<file path="src/source/aquila_map_pkg.sv">
`default_nettype none

package aquila_map_pkg;

    // -------------------------------------------------------------------------
    // Address segments, picked by the top nibble of the address
    // -------------------------------------------------------------------------

    // Response select codes for the routers
    typedef enum logic [1:0] {
        SEG_TCM = 2'd0,
        SEG_MEM = 2'd1,
        SEG_DEV = 2'd2,
        SEG_SYS = 2'd3
    } seg_e;

    // Top nibble codes, any other value is main memory
    localparam logic [3:0] SEG_TCM_NIBBLE = 4'h0;
    localparam logic [3:0] SEG_DEV_NIBBLE = 4'hC;
    localparam logic [3:0] SEG_SYS_NIBBLE = 4'hF;

    // Tightly coupled memory depth in words
    localparam int TCM_WORDS = 1024;
    localparam int TCM_AW    = $clog2(TCM_WORDS);

    // System device select field is addr[19:16], zero means the interruptor
    localparam int SYSDEV_SEL_LSB = 16;

    // Interruptor word offsets, taken from addr[4:2]
    localparam logic [2:0] CLINT_MSIP_W    = 3'd0;
    localparam logic [2:0] CLINT_CMP_LO_W  = 3'd2;
    localparam logic [2:0] CLINT_CMP_HI_W  = 3'd3;
    localparam logic [2:0] CLINT_TIME_LO_W = 3'd4;
    localparam logic [2:0] CLINT_TIME_HI_W = 3'd5;

endpackage

`default_nettype wire

</file>
<file path="src/source/aquila_bus_pkg.sv">
`default_nettype none

package aquila_bus_pkg;

    // -------------------------------------------------------------------------
    // Word bus between the core, the uncore and the outside world
    // -------------------------------------------------------------------------

    // Data word width
    localparam int XLEN = 32;

    // One enable per byte lane
    localparam int BE_W = XLEN / 8;

    typedef logic [XLEN-1:0] word_t;

    // Data side request, 70 bits
    // Strobe is a single cycle pulse, rw high means write
    typedef struct packed {
        logic            strobe;
        logic            rw;
        word_t           addr;
        logic [BE_W-1:0] byte_en;
        word_t           wdata;
    } bus_req_t;

    // Response, 33 bits
    // Rdata is only meaningful in the cycle of the ready pulse
    typedef struct packed {
        logic  ready;
        word_t rdata;
    } bus_rsp_t;

    // Instruction fetch request, 33 bits
    // Fetches are always full word reads
    typedef struct packed {
        logic  strobe;
        word_t addr;
    } fetch_req_t;

endpackage

`default_nettype wire

</file>
<file path="src/source/fetch_router.sv">
`timescale 1ns/1ps
`default_nettype none

module fetch_router
    import aquila_map_pkg::*, aquila_bus_pkg::*;
(
    input  wire                clk_i,
    input  wire                arst_n_i,

    // Core instruction port
    input  wire fetch_req_t    core_i_req_i,
    output bus_rsp_t           core_i_rsp_o,

    // Memory port A
    output logic               tcm_en_o,
    output logic [TCM_AW-1:0]  tcm_addr_o,
    input  wire word_t         tcm_rdata_i,
    input  wire                tcm_ready_i,

    // External instruction port
    output fetch_req_t         mem_i_req_o,
    input  wire bus_rsp_t      mem_i_rsp_i
);

    // Segment of this fetch, only memory or main memory here
    seg_e seg;

    // Segment of the last strobe
    seg_e sel_q;

    assign seg = (core_i_req_i.addr[XLEN-1 -: 4] == SEG_TCM_NIBBLE) ? SEG_TCM : SEG_MEM;

    // Gated strobes, word address into the memory
    assign tcm_en_o    = core_i_req_i.strobe & (seg == SEG_TCM);
    assign tcm_addr_o  = core_i_req_i.addr[TCM_AW+1:2];
    assign mem_i_req_o = (seg == SEG_MEM) ? core_i_req_i : '0;

    // Held until the next strobe
    always_ff @(posedge clk_i or negedge arst_n_i) begin
        if (!arst_n_i) begin
            sel_q <= SEG_MEM;
        end else if (core_i_req_i.strobe) begin
            sel_q <= seg;
        end
    end

    // Response back to the core
    assign core_i_rsp_o = (sel_q == SEG_TCM) ? '{ready: tcm_ready_i, rdata: tcm_rdata_i}
                                             : mem_i_rsp_i;

endmodule

`default_nettype wire

</file>
<file path="config.mk">
export PLATFORM = sky130hd
export DESIGN_NAME = fetch_router
export DESIGN_NICKNAME = d
export VERILOG_FILES = /design/src/source/aquila_map_pkg.sv /design/src/source/aquila_bus_pkg.sv /design/src/source/fetch_router.sv
export SDC_FILE = /design/constraint.sdc
export NUM_CORES = 1
export LEC_CHECK = 0
export ABC_AREA = 1
export BUFFER_PORTS_ARGS = -buffer_cell sky130_fd_sc_hd__buf_4
export CAP_MARGIN = 10
export CORE_AREA = 5 5 66 68
export CTS_CLUSTER_SIZE = 30
export DETAILED_ROUTE_END_ITERATION = 10
export DIE_AREA = 0 0 71 73
export PLACE_DENSITY_LB_ADDON = 0.2
export SLEW_MARGIN = 20
export SYNTH_ARGS = -nofsm -noshare
export SYNTH_HDL_FRONTEND = slang
export SYNTH_SLANG_ARGS = --single-unit
</file>
<file path="constraint.sdc">
create_clock -name clk_i -period 2.8 [get_ports clk_i]
set_input_delay 0.28 -clock clk_i [delete_from_list [all_inputs] [get_ports clk_i]]
set_output_delay 0.28 -clock clk_i [all_outputs]
set_load 0.1 [all_outputs]
</file>
==> impl_metrics.env <==
export IMPL_critPathRequiredTime_ps=2520
export IMPL_grt_pass1_wl_mm=6.43
export IMPL_outcome="complete, no violations"
export IMPL_hold_viol_final=0
export IMPL_finalWirelength_mm=4.32
export IMPL_placementRows=23
export IMPL_portBuffers=177
export IMPL_top_regs="sel_q: 1 flops"
export IMPL_crit_fanout=42
export IMPL_grt_max_degree=43
export IMPL_post_route_util_pct=57.3
export IMPL_period_share_pct=65.0
export IMPL_final_nets=420
export IMPL_r2r_end="sel_q[0]"
export IMPL_cts_resized_gates=0
export IMPL_slowest_delay_ps=810
export IMPL_ff2ff_path_depth=2
export IMPL_vdd_drop_max_mv=0.228
export IMPL_grt_overflow_total=0
export IMPL_io_pins=178
export IMPL_drv_cap=0
export IMPL_dp_hpwl_mm=3.82
export IMPL_diodes=0
export IMPL_final_min_clock_period_ps=1820
export IMPL_synth_avg_cell_area_um2=5.97
export IMPL_track_usage_pct=14.8
export IMPL_drive_gt1_share_pct=63.1
export IMPL_worstSetupPathDepth=4
export IMPL_rr_startpoint="sel_q[0]"
export IMPL_synth_seq_cells=1
export IMPL_largest_register_ffs=1
export IMPL_core_area_um2=3800
export IMPL_die_width_um=71
export IMPL_tns_ps=0
export IMPL_power_density_nw_per_um2=460
export IMPL_p_leak_nw=1.32
export IMPL_arrival_ps=1540
export IMPL_initial_core_util_pct=25.8
export IMPL_firstDrtPassIters=4
export IMPL_cp_start_kind="register"
export IMPL_via_per_inst=4.14
export IMPL_seq_area_frac_synth_pct=2.69
export IMPL_relSlewSlack_pct=69.0
export IMPL_syn_to_final_growth_pct=123
export IMPL_drc=0
export IMPL_die_h_um=73
export IMPL_worst_path_buf_inv=2
export IMPL_clkTransAtPathRegs_ps=0
export IMPL_worstHoldPathType="input port to async pin"
export IMPL_crit_path_start="sel_q[0]"
export IMPL_grt_pass1_vias=1410
export IMPL_ant_nets=0
export IMPL_fin_skew_ps=0
export IMPL_synth_cell_types=13
export IMPL_fp_dieArea_um2=5180
export IMPL_slowest_stage="dfstp_2"
export IMPL_clock_latency_ps=0
export IMPL_synth_top_cell_area_share_pct=14.2
export IMPL_ctsHoldBuffers=0
export IMPL_end_kind="output port"
export IMPL_rrSetupSlack_ps=1760
export IMPL_worst_slew_pin_slew_ps=465
export IMPL_fmax_mhz=549
export IMPL_dr_total_vias=1519
export IMPL_drt_iter0_markers=14
export IMPL_syn_nets=265
export IMPL_yosys_warnings=0
export IMPL_gp_congestion=0.802
export IMPL_antenna_found_initial=0
export IMPL_crit_type="register to output port"
export IMPL_synth_area_leaders="nand2_1 (14%), a21boi_0 (14%), inv_1 (13%)"
export IMPL_regMostFlops="sel_q"
export IMPL_cp_cell_sequence="buf_12 > nand2_1 > o21ai_0 > buf_4"
export IMPL_power_total_w=0.00100
export IMPL_wl_per_cell_um=11.8
export IMPL_setup_viol=0
export IMPL_synth_top_area_cell="nand2_1"
export IMPL_synthCells=164
export IMPL_rsz0062_at_grt="no"
export IMPL_post_cts_setup_buffers=0
export IMPL_crit_end="core_i_rsp_o[8]"
export IMPL_path_delay_family="flip-flops"
export IMPL_netlist_area_um2=978
export IMPL_drv_slew=0
==> worst min-delay path by stage <==
stage                    end  cells after the start
floorplan           sel_q[0]                      0
global placement    sel_q[0]                      1
detailed placement  sel_q[0]                      1
CTS                 sel_q[0]                      1
global route        sel_q[0]                      1
finish              sel_q[0]                      1
==> cells in the final DEF (no fill, tap or decap) <==
cell	count
nor2_2	2
o21ai_0	10
dfstp_2	1
buf_4	179
buf_12	1
o21ai_1	16
inv_1	35
a21boi_0	10
nand2_1	37
a21boi_2	10
nor2_1	1
o21ai_2	7
a21boi_1	8
==> power breakdown <==
part,switching [W],total (W),internal [W]
registers,0.00000865,0.0000256,0.0000169
clock network,0,0,0
logic,0.000740,0.000977,0.000237
==> synthesized netlist by cell type <==
cell type	count
buf_12	4
a21boi_2	10
dfstp_2	1
a21boi_0	18
buf_4	13
o21ai_2	7
nor2_1	3
buf_2	1
clkbuf_1	7
o21ai_0	26
inv_1	35
nand2_1	37
buf_6	2
==> logic make-up (layout without fill, tap and decap cells) <==
kind of cell           after synthesis  count (layout)  synth area share, %
buffers and inverters               62             215                 37.1
AO/OA/AOI/OAI                       61              61                 44.9
AND/OR/NAND/NOR                     40              40                 15.3
flip-flops                           1               1                 2.69
==> layer usage <==
layer	part of all wire, %	track usage, %	wire, um
met1	33	15.5	1420
met2	49	27.1	2120
met3	16	7.16	693
met4	2.1	2.71	92
met5	0	0	0
==> final cells by class <==
cell class | count | area (um^2)
Fill cell | 369 | 1620
Inverter | 35 | 131
Sequential cell | 1 | 26.3
Timing Repair Buffer | 180 | 1360
Tap cell | 50 | 62.6
Multi-Input combinational cell | 101 | 594
==> metrics by stage <==
stage | cell area (um^2) | worst slack, ps | std cells | hold slack, ps
after floorplan | 978 | -159 | 164 | 132
after global placement | 2180 | 989 | 367 | 213
after detailed placement | 2180 | 975 | 367 | 214
after CTS | 2180 | 970 | 367 | 215
after global routing | 2180 | 854 | 367 | 223
final | 2180 | 980 | 367 | 213
Note: power is estimated with default switching activity, not from simulation.
