### src/source/aquila_map_pkg.sv
`default_nettype none

package aquila_map_pkg;

    // -------------------------------------------------------------------------
    // Address segments, picked by the top nibble of the address
    // -------------------------------------------------------------------------

    // Response select codes for the routers
    typedef enum logic [1:0] {
        SEG_TCM = 2'd0,
        SEG_MEM = 2'd1,
        SEG_DEV = 2'd2,
        SEG_SYS = 2'd3
    } seg_e;

    // Top nibble codes, any other value is main memory
    localparam logic [3:0] SEG_TCM_NIBBLE = 4'h0;
    localparam logic [3:0] SEG_DEV_NIBBLE = 4'hC;
    localparam logic [3:0] SEG_SYS_NIBBLE = 4'hF;

    // Tightly coupled memory depth in words
    localparam int TCM_WORDS = 1024;
    localparam int TCM_AW    = $clog2(TCM_WORDS);

    // System device select field is addr[19:16], zero means the interruptor
    localparam int SYSDEV_SEL_LSB = 16;

    // Interruptor word offsets, taken from addr[4:2]
    localparam logic [2:0] CLINT_MSIP_W    = 3'd0;
    localparam logic [2:0] CLINT_CMP_LO_W  = 3'd2;
    localparam logic [2:0] CLINT_CMP_HI_W  = 3'd3;
    localparam logic [2:0] CLINT_TIME_LO_W = 3'd4;
    localparam logic [2:0] CLINT_TIME_HI_W = 3'd5;

endpackage

`default_nettype wire

### src/source/aquila_bus_pkg.sv
`default_nettype none

package aquila_bus_pkg;

    // -------------------------------------------------------------------------
    // Word bus between the core, the uncore and the outside world
    // -------------------------------------------------------------------------

    // Data word width
    localparam int XLEN = 32;

    // One enable per byte lane
    localparam int BE_W = XLEN / 8;

    typedef logic [XLEN-1:0] word_t;

    // Data side request, 70 bits
    // Strobe is a single cycle pulse, rw high means write
    typedef struct packed {
        logic            strobe;
        logic            rw;
        word_t           addr;
        logic [BE_W-1:0] byte_en;
        word_t           wdata;
    } bus_req_t;

    // Response, 33 bits
    // Rdata is only meaningful in the cycle of the ready pulse
    typedef struct packed {
        logic  ready;
        word_t rdata;
    } bus_rsp_t;

    // Instruction fetch request, 33 bits
    // Fetches are always full word reads
    typedef struct packed {
        logic  strobe;
        word_t addr;
    } fetch_req_t;

endpackage

`default_nettype wire

### src/source/data_router.sv
`timescale 1ns/1ps
`default_nettype none

module data_router
    import aquila_map_pkg::*, aquila_bus_pkg::*;
(
    input  wire                clk_i,
    input  wire                arst_n_i,

    // Core data port
    input  wire bus_req_t      core_d_req_i,
    output bus_rsp_t           core_d_rsp_o,

    // Memory port B
    output logic               tcm_en_o,
    output logic               tcm_we_o,
    output logic [BE_W-1:0]    tcm_be_o,
    output logic [TCM_AW-1:0]  tcm_addr_o,
    output word_t              tcm_wdata_o,
    input  wire word_t         tcm_rdata_i,
    input  wire                tcm_ready_i,

    // Interruptor
    output logic               clint_en_o,
    output logic               clint_we_o,
    output logic [2:0]         clint_word_o,
    output word_t              clint_wdata_o,
    input  wire word_t         clint_rdata_i,
    input  wire                clint_ready_i,

    // External main memory
    output bus_req_t           mem_d_req_o,
    input  wire bus_rsp_t      mem_d_rsp_i,

    // External devices
    output bus_req_t           dev_req_o,
    input  wire bus_rsp_t      dev_rsp_i
);

    // Decoded segment of the current request
    seg_e       seg;

    // Segment of the last strobe, drives the response mux
    seg_e       sel_q;

    // System device select field
    logic [3:0] sysdev_sel;

    // Interruptor window or the harmless rest of the system region
    logic       clint_hit;
    logic       nop_hit;

    // Ready for the harmless region, one cycle after its strobe
    logic       nop_ready_q;

    // -------------------------------------------------------------------------
    // Decode
    // -------------------------------------------------------------------------

    always_comb begin
        case (core_d_req_i.addr[XLEN-1 -: 4])
            SEG_TCM_NIBBLE: seg = SEG_TCM;
            SEG_DEV_NIBBLE: seg = SEG_DEV;
            SEG_SYS_NIBBLE: seg = SEG_SYS;
            default:        seg = SEG_MEM;
        endcase
    end

    assign sysdev_sel = core_d_req_i.addr[SYSDEV_SEL_LSB +: 4];
    assign clint_hit  = (seg == SEG_SYS) & (sysdev_sel == 4'h0);
    assign nop_hit    = (seg == SEG_SYS) & (sysdev_sel != 4'h0);

    // -------------------------------------------------------------------------
    // Forwarded requests, at most one strobe high
    // -------------------------------------------------------------------------

    // Memory, word addressed
    assign tcm_en_o    = core_d_req_i.strobe & (seg == SEG_TCM);
    assign tcm_we_o    = core_d_req_i.rw & (seg == SEG_TCM);
    assign tcm_be_o    = core_d_req_i.byte_en;
    assign tcm_addr_o  = core_d_req_i.addr[TCM_AW+1:2];
    assign tcm_wdata_o = core_d_req_i.wdata;

    // Interruptor, offset from addr[4:2]
    assign clint_en_o    = core_d_req_i.strobe & clint_hit;
    assign clint_we_o    = core_d_req_i.rw & clint_hit;
    assign clint_word_o  = core_d_req_i.addr[4:2];
    assign clint_wdata_o = core_d_req_i.wdata;

    // External ports see the request unchanged, or all zero
    assign mem_d_req_o = (seg == SEG_MEM) ? core_d_req_i : '0;
    assign dev_req_o   = (seg == SEG_DEV) ? core_d_req_i : '0;

    // -------------------------------------------------------------------------
    // Select register and harmless region
    // -------------------------------------------------------------------------

    always_ff @(posedge clk_i or negedge arst_n_i) begin
        if (!arst_n_i) begin
            sel_q       <= SEG_MEM;
            nop_ready_q <= 1'b0;
        end else begin
            nop_ready_q <= core_d_req_i.strobe & nop_hit;
            if (core_d_req_i.strobe) begin
                sel_q <= seg;
            end
        end
    end

    // -------------------------------------------------------------------------
    // Response mux
    // -------------------------------------------------------------------------

    // In the system region only one of the two readies can fire
    always_comb begin
        case (sel_q)
            SEG_TCM: core_d_rsp_o = '{ready: tcm_ready_i, rdata: tcm_rdata_i};
            SEG_MEM: core_d_rsp_o = mem_d_rsp_i;
            SEG_DEV: core_d_rsp_o = dev_rsp_i;
            default: begin
                core_d_rsp_o.ready = clint_ready_i | nop_ready_q;
                // Harmless region answers zero
                core_d_rsp_o.rdata = clint_ready_i ? clint_rdata_i : '0;
            end
        endcase
    end

endmodule

`default_nettype wire

### config.mk
export PLATFORM = sky130hd
export DESIGN_NAME = data_router
export DESIGN_NICKNAME = d
export VERILOG_FILES = /design/src/source/aquila_map_pkg.sv /design/src/source/aquila_bus_pkg.sv /design/src/source/data_router.sv
export SDC_FILE = /design/constraint.sdc
export NUM_CORES = 1
export LEC_CHECK = 0
export ABC_AREA = 0
export BUFFER_PORTS_ARGS = -buffer_cell sky130_fd_sc_hd__buf_2
export CORE_AREA = 5 5 178 180
export DETAILED_ROUTE_END_ITERATION = 8
export DIE_AREA = 0 0 183 185
export PLACE_DENSITY = 0.44
export SLEW_MARGIN = 10
export SYNTH_ARGS = -nofsm -noshare
export SYNTH_HDL_FRONTEND = slang
export SYNTH_SLANG_ARGS = --single-unit
### constraint.sdc
create_clock -name clk_i -period 1.8 [get_ports clk_i]
set_input_delay 0.36 -clock clk_i [delete_from_list [all_inputs] [get_ports clk_i]]
set_output_delay 0.36 -clock clk_i [all_outputs]
set_load 0.01 [all_outputs]
==> results.txt <==
outcome: finished, violations left
violated checks: negative setup slack
Clock Root Buffer: clkbuf_16
Slew Limit Fails: 0
Sw Ratio: 41.8%
RSZ-0062 raised after global routing: true
Seq/Total Area, Yosys: 2.15%
CP max FO: 23
HPWL after DPL: 17100 um
Die Footprint: 33900 um2
Hold Slack: 0.418 ns
Reg clk slew, reported paths: 0.03 ns
wire per inst: 17.9 um
global-route wire length before repair: 27100 um
DR DRC count: 0
Startpoint Class: register
RR Endpoint: sel_q[0]
Post-Syn Area: 3550 um2
antenna violations before repair: 2
P_leak: 3.56 nW
Ys Warns: 0
combinational power share: 79.7%
Synth Area per Inst: 8.51 um2
post-synthesis cell type count: 27
worst-case reg-to-reg path depth: 3
worst path arrival time: 1.69 ns
Synth-to-Final Area Change: 85.8%
grt total ovfl: 0
PD cells: 319 nW/um2
most common cell after layout, fill and taps aside: buf_2
HP Start: core_d_req_i[69]
pin count of the biggest net entering global routing: 43
share of layout cells above drive strength 1: 78.1%
Setup Skew: 0 ns
port bufs: 459
htree depth: 1
Pre-antenna DRT Iters: 4
ant diodes: 0
Skew-Pair Late Insertion Delay: 0.22 ns
worst min-delay path category: in2reg
Critical Path RT: 1.44 ns
Rows: 64
period utilization: 114%
CTS tree: yes
Antenna Nets Post-Route: 0
Hold Path End: sel_q[0]
Chip Width: 183 um
RD Place Congestion: 0.816
Final Power: 2.11 mW
clock sinks: 3
cells after synthesis: 417
Reg power frac: 3.6%
reg2reg start: sel_q[0]
Clock Tree Buf Depth: 2
internal power: 1.23 mW
Psw: 0.879 mW
min setup slack post-route: -0.251 ns
Die Y-Extent: 185 um
via count: 4479
Initial Util: 11.8%
crit path kind: reg2out
drt via density: 3.74
Hold Violations, Final: 0
CP Capture Type: primary output
Max Freq: 0.488 GHz
vias in the first global route: 4509
CTS Buf Count: 3
synthesis-stage register bit count: 3
Initial DRC Count: 109
Clk pwr share: 16.7%
flop-to-flop setup slack: 0.78 ns
# setup viols final: 38
commonest cells after routing, fill and taps aside: buf_2 (417), inv_1 (69), and2_1 (65), a211oi_2 (56), buf_6 (43)
Ports: 462
Core Box Area: 30000 um2
peak supply drop: 0.000194 V
Final Critical Period: 2.05 ns
Nets: 1008
hold path cells: 2
overall routing resource usage: 10.2%
DP Cell Count: 1176
Layout Cells excl Fill: 1199
number of max-cap violations: 0
Total Wirelength: 21500 um
## kinds of logic (layout without fill, tap and decap cells)
group                     Yosys count  in the layout  synth area share (%)
and+or+nand+nor                   113            113                  20.3
muxes                              33             33                  20.9
AOI/OAI and AO/OA                  71             71                  22.2
other                               1              2                 0.106
DFF                                 3              3                  2.15
buffers and inverters             194            579                  33.6
xor gates and xnor gates            2              2                 0.705
## per-layer routing
metal	global-route usage, %	vias to the layer above	routed length (um)
met5	0	-	0
met4	1.34	0	181
met3	1.57	13	1650
met2	20.3	277	11600
met1	11.7	2092	8000
li1	-	2097	-
## repair_timing
| item | CTS | global route |
|---|---|---|
| gates cloned | 2 | 10 |
| gates resized for setup | 13 | 75 |
| hold endpoints to repair | 2 | 0 |
| pin swaps | 1 | 26 |
| hold buffers | 1 | 0 |
| endpoints found under the setup margin | 98 | 116 |
| buffers inserted | 0 | 6 |
## power groups by stage
stage	Combinational (mW)	Sequential, mW	Clock, mW
6_report	1.68	0.0758	0.352
2_1_floorplan	0.879	0.0740	0
4_1_cts	1.60	0.0759	0.359
5_1_grt	1.81	0.0761	0.367
3_5_place_dp	1.50	0.0764	0
3_3_place_gp	1.50	0.0761	0
## area by class of cell
type	count	area, um2
multi-input combinational	221	2390
tap	396	495
fill	3358	23400
clock buffer	4	78.8
sequential	3	76.3
inverter	69	259
timing repair buffer	506	3290
## cells in the mapped netlist
cell type  count  area share, %
xnor2_2        1           0.46
conb_1         1           0.11
and4_4         1           0.32
nand3_1        1           0.14
dfstp_2        1           0.74
nor2b_1        1           0.18
buf_6         15            4.8
and3_1         4           0.71
dfrtp_1        2            1.4
nor4bb_1       1           0.28
inv_1         69            7.3
nor2_1         3           0.32
nor3b_2        1           0.35
a211oi_1      17            3.6
a31oi_1        2           0.35
buf_4         90             19
and2_1        88             16
nor4_1         1           0.18
a211oi_2      51             18
mux4_2        33             21
and4bb_1       1           0.35
buf_2         12            1.7
o2bb2ai_1      1           0.25
and2_0        10            1.8
xor2_1         1           0.25
or2_2          1           0.18
clkbuf_1       8           0.85
## critical path, stage by stage (launching register included)
cell and delay, ns:
dfstp_2 0.55, buf_12 0.21, mux4_2 0.56, buf_6 0.14
## per-stage QoR
stage	setup slack [ns]	utilization (%)	TNS, ns	instance area (um2)
detailed placement	-0.0698	19.2	-2.79	5760
global route	-0.310	22.0	-10.22	6590
floorplan	0.0540	-	0	3550
global placement	-0.0782	19.2	-3.05	5760
CTS	-0.266	19.9	-8.18	5990
finish	-0.251	22.0	-7.26	6590
## sequential cells by signal (all words and copies together) (netlist names)
name / flops
nop_ready_q: 1
sel_q: 2
## worst max-delay path by stage
stage                             endpoint  cells past startpoint        startpoint  slack [ns]
after floorplan            core_d_rsp_o[0]                      3          sel_q[0]        0.05
after global placement       dev_req_o[58]                      5  core_d_req_i[66]       -0.08
after detailed placement      dev_req_o[6]                      5  core_d_req_i[64]       -0.07
after CTS                 core_d_rsp_o[24]                      3          sel_q[0]       -0.27
after global routing      core_d_rsp_o[12]                      3          sel_q[0]       -0.31
final                     core_d_rsp_o[12]                      3          sel_q[0]       -0.25
(Power assumes the default switching activity.)
