### config.mk
export PLATFORM = sky130hd
export DESIGN_NAME = clint
export DESIGN_NICKNAME = d
export VERILOG_FILES = /design/src/source/aquila_map_pkg.sv /design/src/source/aquila_bus_pkg.sv /design/src/source/clint.sv
export SDC_FILE = /design/constraint.sdc
export NUM_CORES = 1
export LEC_CHECK = 0
export BUFFER_PORTS_ARGS = -buffer_cell sky130_fd_sc_hd__buf_4
export CORE_MARGIN = 2
export CORE_UTILIZATION = 40
export DETAILED_ROUTE_END_ITERATION = 8
export GPL_ROUTABILITY_DRIVEN = 1
export PLACE_DENSITY = 0.61
export SYNTH_ARGS = -nofsm -noshare
export SYNTH_HDL_FRONTEND = slang
export SYNTH_SLANG_ARGS = --single-unit
### constraint.sdc
create_clock -name clk_i -period 8.3 [get_ports clk_i]
set_input_delay 2.075 -clock clk_i [delete_from_list [all_inputs] [get_ports clk_i]]
set_output_delay 2.075 -clock clk_i [all_outputs]
set_load 0.02 [all_outputs]
### src/source/aquila_map_pkg.sv
`default_nettype none

package aquila_map_pkg;

    // -------------------------------------------------------------------------
    // Address segments, picked by the top nibble of the address
    // -------------------------------------------------------------------------

    // Response select codes for the routers
    typedef enum logic [1:0] {
        SEG_TCM = 2'd0,
        SEG_MEM = 2'd1,
        SEG_DEV = 2'd2,
        SEG_SYS = 2'd3
    } seg_e;

    // Top nibble codes, any other value is main memory
    localparam logic [3:0] SEG_TCM_NIBBLE = 4'h0;
    localparam logic [3:0] SEG_DEV_NIBBLE = 4'hC;
    localparam logic [3:0] SEG_SYS_NIBBLE = 4'hF;

    // Tightly coupled memory depth in words
    localparam int TCM_WORDS = 1024;
    localparam int TCM_AW    = $clog2(TCM_WORDS);

    // System device select field is addr[19:16], zero means the interruptor
    localparam int SYSDEV_SEL_LSB = 16;

    // Interruptor word offsets, taken from addr[4:2]
    localparam logic [2:0] CLINT_MSIP_W    = 3'd0;
    localparam logic [2:0] CLINT_CMP_LO_W  = 3'd2;
    localparam logic [2:0] CLINT_CMP_HI_W  = 3'd3;
    localparam logic [2:0] CLINT_TIME_LO_W = 3'd4;
    localparam logic [2:0] CLINT_TIME_HI_W = 3'd5;

endpackage

`default_nettype wire

### src/source/aquila_bus_pkg.sv
`default_nettype none

package aquila_bus_pkg;

    // -------------------------------------------------------------------------
    // Word bus between the core, the uncore and the outside world
    // -------------------------------------------------------------------------

    // Data word width
    localparam int XLEN = 32;

    // One enable per byte lane
    localparam int BE_W = XLEN / 8;

    typedef logic [XLEN-1:0] word_t;

    // Data side request, 70 bits
    // Strobe is a single cycle pulse, rw high means write
    typedef struct packed {
        logic            strobe;
        logic            rw;
        word_t           addr;
        logic [BE_W-1:0] byte_en;
        word_t           wdata;
    } bus_req_t;

    // Response, 33 bits
    // Rdata is only meaningful in the cycle of the ready pulse
    typedef struct packed {
        logic  ready;
        word_t rdata;
    } bus_rsp_t;

    // Instruction fetch request, 33 bits
    // Fetches are always full word reads
    typedef struct packed {
        logic  strobe;
        word_t addr;
    } fetch_req_t;

endpackage

`default_nettype wire

### src/source/clint.sv
`timescale 1ns/1ps
`default_nettype none

module clint
    import aquila_map_pkg::*, aquila_bus_pkg::*;
(
    input  wire         clk_i,
    input  wire         arst_n_i,

    // Register access, one cycle strobe
    input  wire         en_i,
    input  wire         we_i,
    input  wire [2:0]   word_i,
    input  wire word_t  wdata_i,
    output word_t       rdata_o,
    output logic        ready_o,

    // Interrupt lines to the core
    output logic        tmr_irq_o,
    output logic        sft_irq_o
);

    // Software interrupt pending bit
    logic        msip_q;

    // Free-running time and its compare value
    logic [63:0] mtime_q;
    logic [63:0] mtimecmp_q;

    // Word selected by the current offset
    word_t       rd_word;

    // Write strobe for this cycle
    logic        wr_en;

    assign wr_en = en_i & we_i;

    // -------------------------------------------------------------------------
    // Read mux
    // -------------------------------------------------------------------------

    // Unmapped offsets read as zero
    always_comb begin
        case (word_i)
            CLINT_MSIP_W:    rd_word = {{(XLEN-1){1'b0}}, msip_q};
            CLINT_CMP_LO_W:  rd_word = mtimecmp_q[31:0];
            CLINT_CMP_HI_W:  rd_word = mtimecmp_q[63:32];
            CLINT_TIME_LO_W: rd_word = mtime_q[31:0];
            CLINT_TIME_HI_W: rd_word = mtime_q[63:32];
            default:         rd_word = '0;
        endcase
    end

    // Read data captured on the strobe, valid with ready
    always_ff @(posedge clk_i) begin
        if (en_i) begin
            rdata_o <= rd_word;
        end
    end

    // -------------------------------------------------------------------------
    // Registers
    // -------------------------------------------------------------------------

    // Compare at all ones keeps the timer interrupt quiet out of reset
    always_ff @(posedge clk_i or negedge arst_n_i) begin
        if (!arst_n_i) begin
            msip_q     <= 1'b0;
            mtime_q    <= '0;
            mtimecmp_q <= '1;
            ready_o    <= 1'b0;
        end else begin
            ready_o <= en_i;
            // Counts every cycle, a write to a time word overrides that half
            mtime_q <= mtime_q + 64'd1;
            if (wr_en) begin
                case (word_i)
                    CLINT_MSIP_W:    msip_q            <= wdata_i[0];
                    CLINT_CMP_LO_W:  mtimecmp_q[31:0]  <= wdata_i;
                    CLINT_CMP_HI_W:  mtimecmp_q[63:32] <= wdata_i;
                    CLINT_TIME_LO_W: mtime_q[31:0]     <= wdata_i;
                    CLINT_TIME_HI_W: mtime_q[63:32]    <= wdata_i;
                    default:         msip_q            <= msip_q;
                endcase
            end
        end
    end

    // Level interrupts
    assign tmr_irq_o = (mtime_q >= mtimecmp_q);
    assign sft_irq_o = msip_q;

endmodule

`default_nettype wire

==> run_summary.xml <==
<?xml version="1.0" encoding="UTF-8"?>
<metrics>
  <group name="timing">
    <metric name="report.final.setup_viol" unit="">0</metric>
    <metric name="worst_slew_margin_relative_to_its_limit" unit="">0.205</metric>
    <metric name="worst_clock_skew" unit="ns">0.0117</metric>
    <metric name="finalHoldViolations" unit="">0</metric>
    <metric name="layout_worst_path_cycle_share" unit="">0.622</metric>
    <metric name="drv_slew" unit="">0</metric>
    <metric name="rsz0062_at_grt" unit="">no</metric>
    <metric name="worstMarginPinSlew" unit="ns">1.19</metric>
    <metric name="final_period_minus_worst_setup_slack" unit="ns">5.16</metric>
    <metric name="fin_ws" unit="ns">3.14</metric>
    <metric name="final.setup.tns" unit="ns">0</metric>
    <metric name="max_freq" unit="MHz">194</metric>
  </group>
  <group name="placed_design">
    <metric name="placed_cells" unit="">1293</metric>
    <metric name="place.gp.congestion" unit="">0.832</metric>
    <metric name="io_buffers" unit="">73</metric>
    <metric name="dp_worst_setup_slack" unit="ns">3.57</metric>
    <metric name="place.detailed.hpwl" unit="mm">16.5</metric>
  </group>
  <group name="global_route">
    <metric name="groute.usage.overall" unit="">0.219</metric>
    <metric name="global_route_congestion_overflow_total" unit="">0</metric>
    <metric name="first_pass_grt_wire_length" unit="mm">40.4</metric>
    <metric name="number_of_global_route_vias_before_repair" unit="">7075</metric>
    <metric name="largest_net_degree_at_the_start_of_global_routing" unit="">68</metric>
    <metric name="antenna_found_initial" unit="">0</metric>
  </group>
  <group name="synth">
    <metric name="synth_area" unit="mm²">0.00909</metric>
    <metric name="synthDominantAreaCellType" unit="">dfstp_2</metric>
    <metric name="synth-seq-area-share" unit="">0.473</metric>
    <metric name="synth_top_cell_area_share" unit="">0.185</metric>
    <metric name="synth.area.top_cells" unit="">dfstp_2 (19%), dfrtp_1 (18%), edfxtp_1 (11%)</metric>
    <metric name="synthesis.nets" unit="">1078</metric>
    <metric name="synth_area_per_cell" unit="µm²">9.33</metric>
    <metric name="synth_edf_count" unit="">32</metric>
    <metric name="synth_cells" unit="">974</metric>
    <metric name="synthDistinctLibCells" unit="">45</metric>
    <metric name="ys_warn_count" unit="">0</metric>
    <metric name="synth.ff_latch_count" unit="">162</metric>
    <metric name="share_of_flip_flops_with_an_asynchronous_set_or_reset_after_synthesis" unit="">0.802</metric>
    <metric name="synth_top_flop_cell" unit="">dfrtp_1</metric>
  </group>
  <group name="min_path">
    <metric name="hold_path.class" unit="">reg2reg</metric>
  </group>
  <group name="final_layout">
    <metric name="final_layout_size_suffix_gt1_frac" unit="">0.186</metric>
    <metric name="flow.area_growth_from_synthesis" unit="%">15.0</metric>
    <metric name="final_net_count" unit="">1131</metric>
    <metric name="finalCoreUtilization" unit="">0.464</metric>
    <metric name="final_cell_count_no_fill" unit="">1325</metric>
    <metric name="insertedDiodeCount" unit="">0</metric>
  </group>
  <group name="critical_path">
    <metric name="timing.critical_path.to_type" unit="">output pin</metric>
    <metric name="cp_data_required_time" unit="ns">6.23</metric>
    <metric name="worst_path_max_fanout" unit="">3</metric>
    <metric name="worst_setup_path_start_kind" unit="">flop</metric>
    <metric name="critPathArrivalTime" unit="ns">3.09</metric>
    <metric name="critical_path_class" unit="">reg2out</metric>
  </group>
  <group name="status">
    <metric name="outcome" unit="">finished, final reports clean</metric>
  </group>
  <group name="route">
    <metric name="detail_route.wl_per_cell" unit="µm">19.0</metric>
    <metric name="drtIter0Drc" unit="">484</metric>
    <metric name="detail_route.vias_per_cell" unit="">5.54</metric>
    <metric name="number_of_vias_in_the_routed_layout" unit="">7344</metric>
    <metric name="drc" unit="">0</metric>
    <metric name="route.antenna.remaining_nets" unit="">0</metric>
    <metric name="firstDrtPassIters" unit="">5</metric>
    <metric name="routed_wirelength" unit="mm">25.1</metric>
  </group>
  <group name="clock_tree">
    <metric name="cts.htree.levels" unit="">4</metric>
    <metric name="cts_max_path_buffers" unit="">2</metric>
    <metric name="cts_tree" unit="">yes</metric>
    <metric name="post_cts_hold_buffer_count" unit="">0</metric>
    <metric name="clock-root-buffer" unit="">clkbuf_16</metric>
    <metric name="postCtsSetupRepairBufs" unit="">0</metric>
    <metric name="ctsResizeCount" unit="">0</metric>
    <metric name="tritoncts_buffers" unit="">17</metric>
    <metric name="clock_network_latency_to_the_later_pin_of_the_worst_skew_pair" unit="ns">0.44</metric>
    <metric name="cts_sink_cnt" unit="">162</metric>
    <metric name="cts.reportedPaths.clkPinSlew" unit="ns">0.07</metric>
  </group>
  <group name="floorplan">
    <metric name="die_h" unit="µm">155</metric>
    <metric name="core" unit="mm²">0.0225</metric>
    <metric name="floorplan.initialDensity" unit="">0.404</metric>
    <metric name="design.portCount" unit="">74</metric>
    <metric name="total_die_area" unit="mm²">0.0239</metric>
    <metric name="core.rowCount" unit="">55</metric>
    <metric name="die_w" unit="µm">155</metric>
  </group>
  <group name="pwr">
    <metric name="leakage" unit="nW">4.34</metric>
    <metric name="power_density" unit="mW/mm²">269</metric>
    <metric name="vdd_drop_max" unit="V">0.0000990</metric>
  </group>
  <group name="job">
    <metric name="max_cap_viol_count" unit="">0</metric>
  </group>
</metrics>
[worst max-delay path, stage by stage, from the launching register on]
cell and delay [ns]:
dfstp_2 0.53, inv_1 0.06, ha_1 0.31, nand4_1 0.15, nor4_1 0.51, a21boi_0 0.34
o31a_1 0.18, a2111oi_0 0.05, o21ai_0 0.31, buf_4 0.21
[cell usage after synthesis (4+ instances only)]
master    number
dfstp_2       64
inv_1         72
nor3_1         7
a21o_1         8
edfxtp_1      32
a22oi_1       62
nand3_1       28
o21ai_0       73
and4_1         7
dfrtp_1       66
nand2_1      128
xor2_1        46
and3_1        15
nor4_1         6
mux2_2         4
xnor2_1       14
buf_2          5
a21oi_1       88
clkbuf_1      39
ha_1          65
nand4_1       37
nor2_1        75
[sequential cells by signal, summed over array words and instances (netlist names)]
name,cells
mtimecmp_q,64
sft_irq_o,1
ready_o,1
rdata_o,32
mtime_q,64
[per-layer routing]
metal	vias to the layer above	global-route usage	wire length, µm	share of wire
li1	3543	-	-	-
met1	3590	0.316	11800	0.47
met2	189	0.338	11700	0.47
met3	22	0.0384	1340	0.053
met4	0	0.0631	337	0.013
met5	-	0	0	0
[through the flow]
step	total power, mW	instance area (µm²)	hold WS (ns)
global route	3.00	10500	0.536
global placement	2.02	9880	0.503
finish	2.81	10500	0.519
CTS	2.82	10500	0.520
floorplan	1.75	9090	0.487
detailed placement	2.04	9880	0.507
[area by class of cell]
class                           instances  area [µm²]
Timing Repair Buffer                   81         608
Clock buffer                           18         439
Tap cell                              285         357
Inverter                               72         270
Multi-Input combinational cell        693        4350
Clock inverter                         14         128
Sequential cell                       162        4290
Fill cell                            2170       12100
[logic make-up (layout without fill, tap and decap cells)]
family	Yosys count	count (layout)	share of synthesized area
flops	162	162	0.473
simple gates	319	319	0.165
mux	5	5	0.00606
xor+xnor	60	60	0.0578
fa+ha+maj	65	65	0.0895
compound gates	244	244	0.158
buf+inv	119	185	0.0515
[power by group]
part / switching (mW) / internal, mW
combinational: 0.449 / 0.345
sequential: 0.191 / 1.05
clock: 0.350 / 0.423
total: 0.989 / 1.82
[worst paths after layout]
path / slack (ns) / cells past startpoint / from / end
setup / recovery: 3.14 / 9 / mtimecmp_q[15] / tmr_irq_o
hold / removal: 0.52 / 2 / mtimecmp_q[45] / mtimecmp_q[45]
setup reg to reg: 5.34 / 6 / mtime_q[30] / mtime_q[63]
hold reg to reg: 0.52 / 2 / mtimecmp_q[45] / mtimecmp_q[45]
max in group asynchronous: 5.15 / 2 / arst_n_i / mtime_q[61]
min in group asynchronous: 1.74 / 1 / arst_n_i / mtime_q[43]
[cell usage in the layout (no fill, tap or decap), drive strengths merged, types with 3 or more instances in the layout]
cell,n
o211ai,3
dfstp,64
nand2,128
edfxtp,32
clkbuf,18
clkinv,5
a21o,8
and3,17
nor4,6
xnor2,14
xor2,46
nor2,75
nor3,8
nand3,29
buf,81
o21ai,73
nand4,37
clkinvlp,4
a22oi,62
dfrtp,66
and4,7
mux2,4
a21oi,88
ha,65
inv,76
Note: power is estimated with default switching activity, not from simulation.
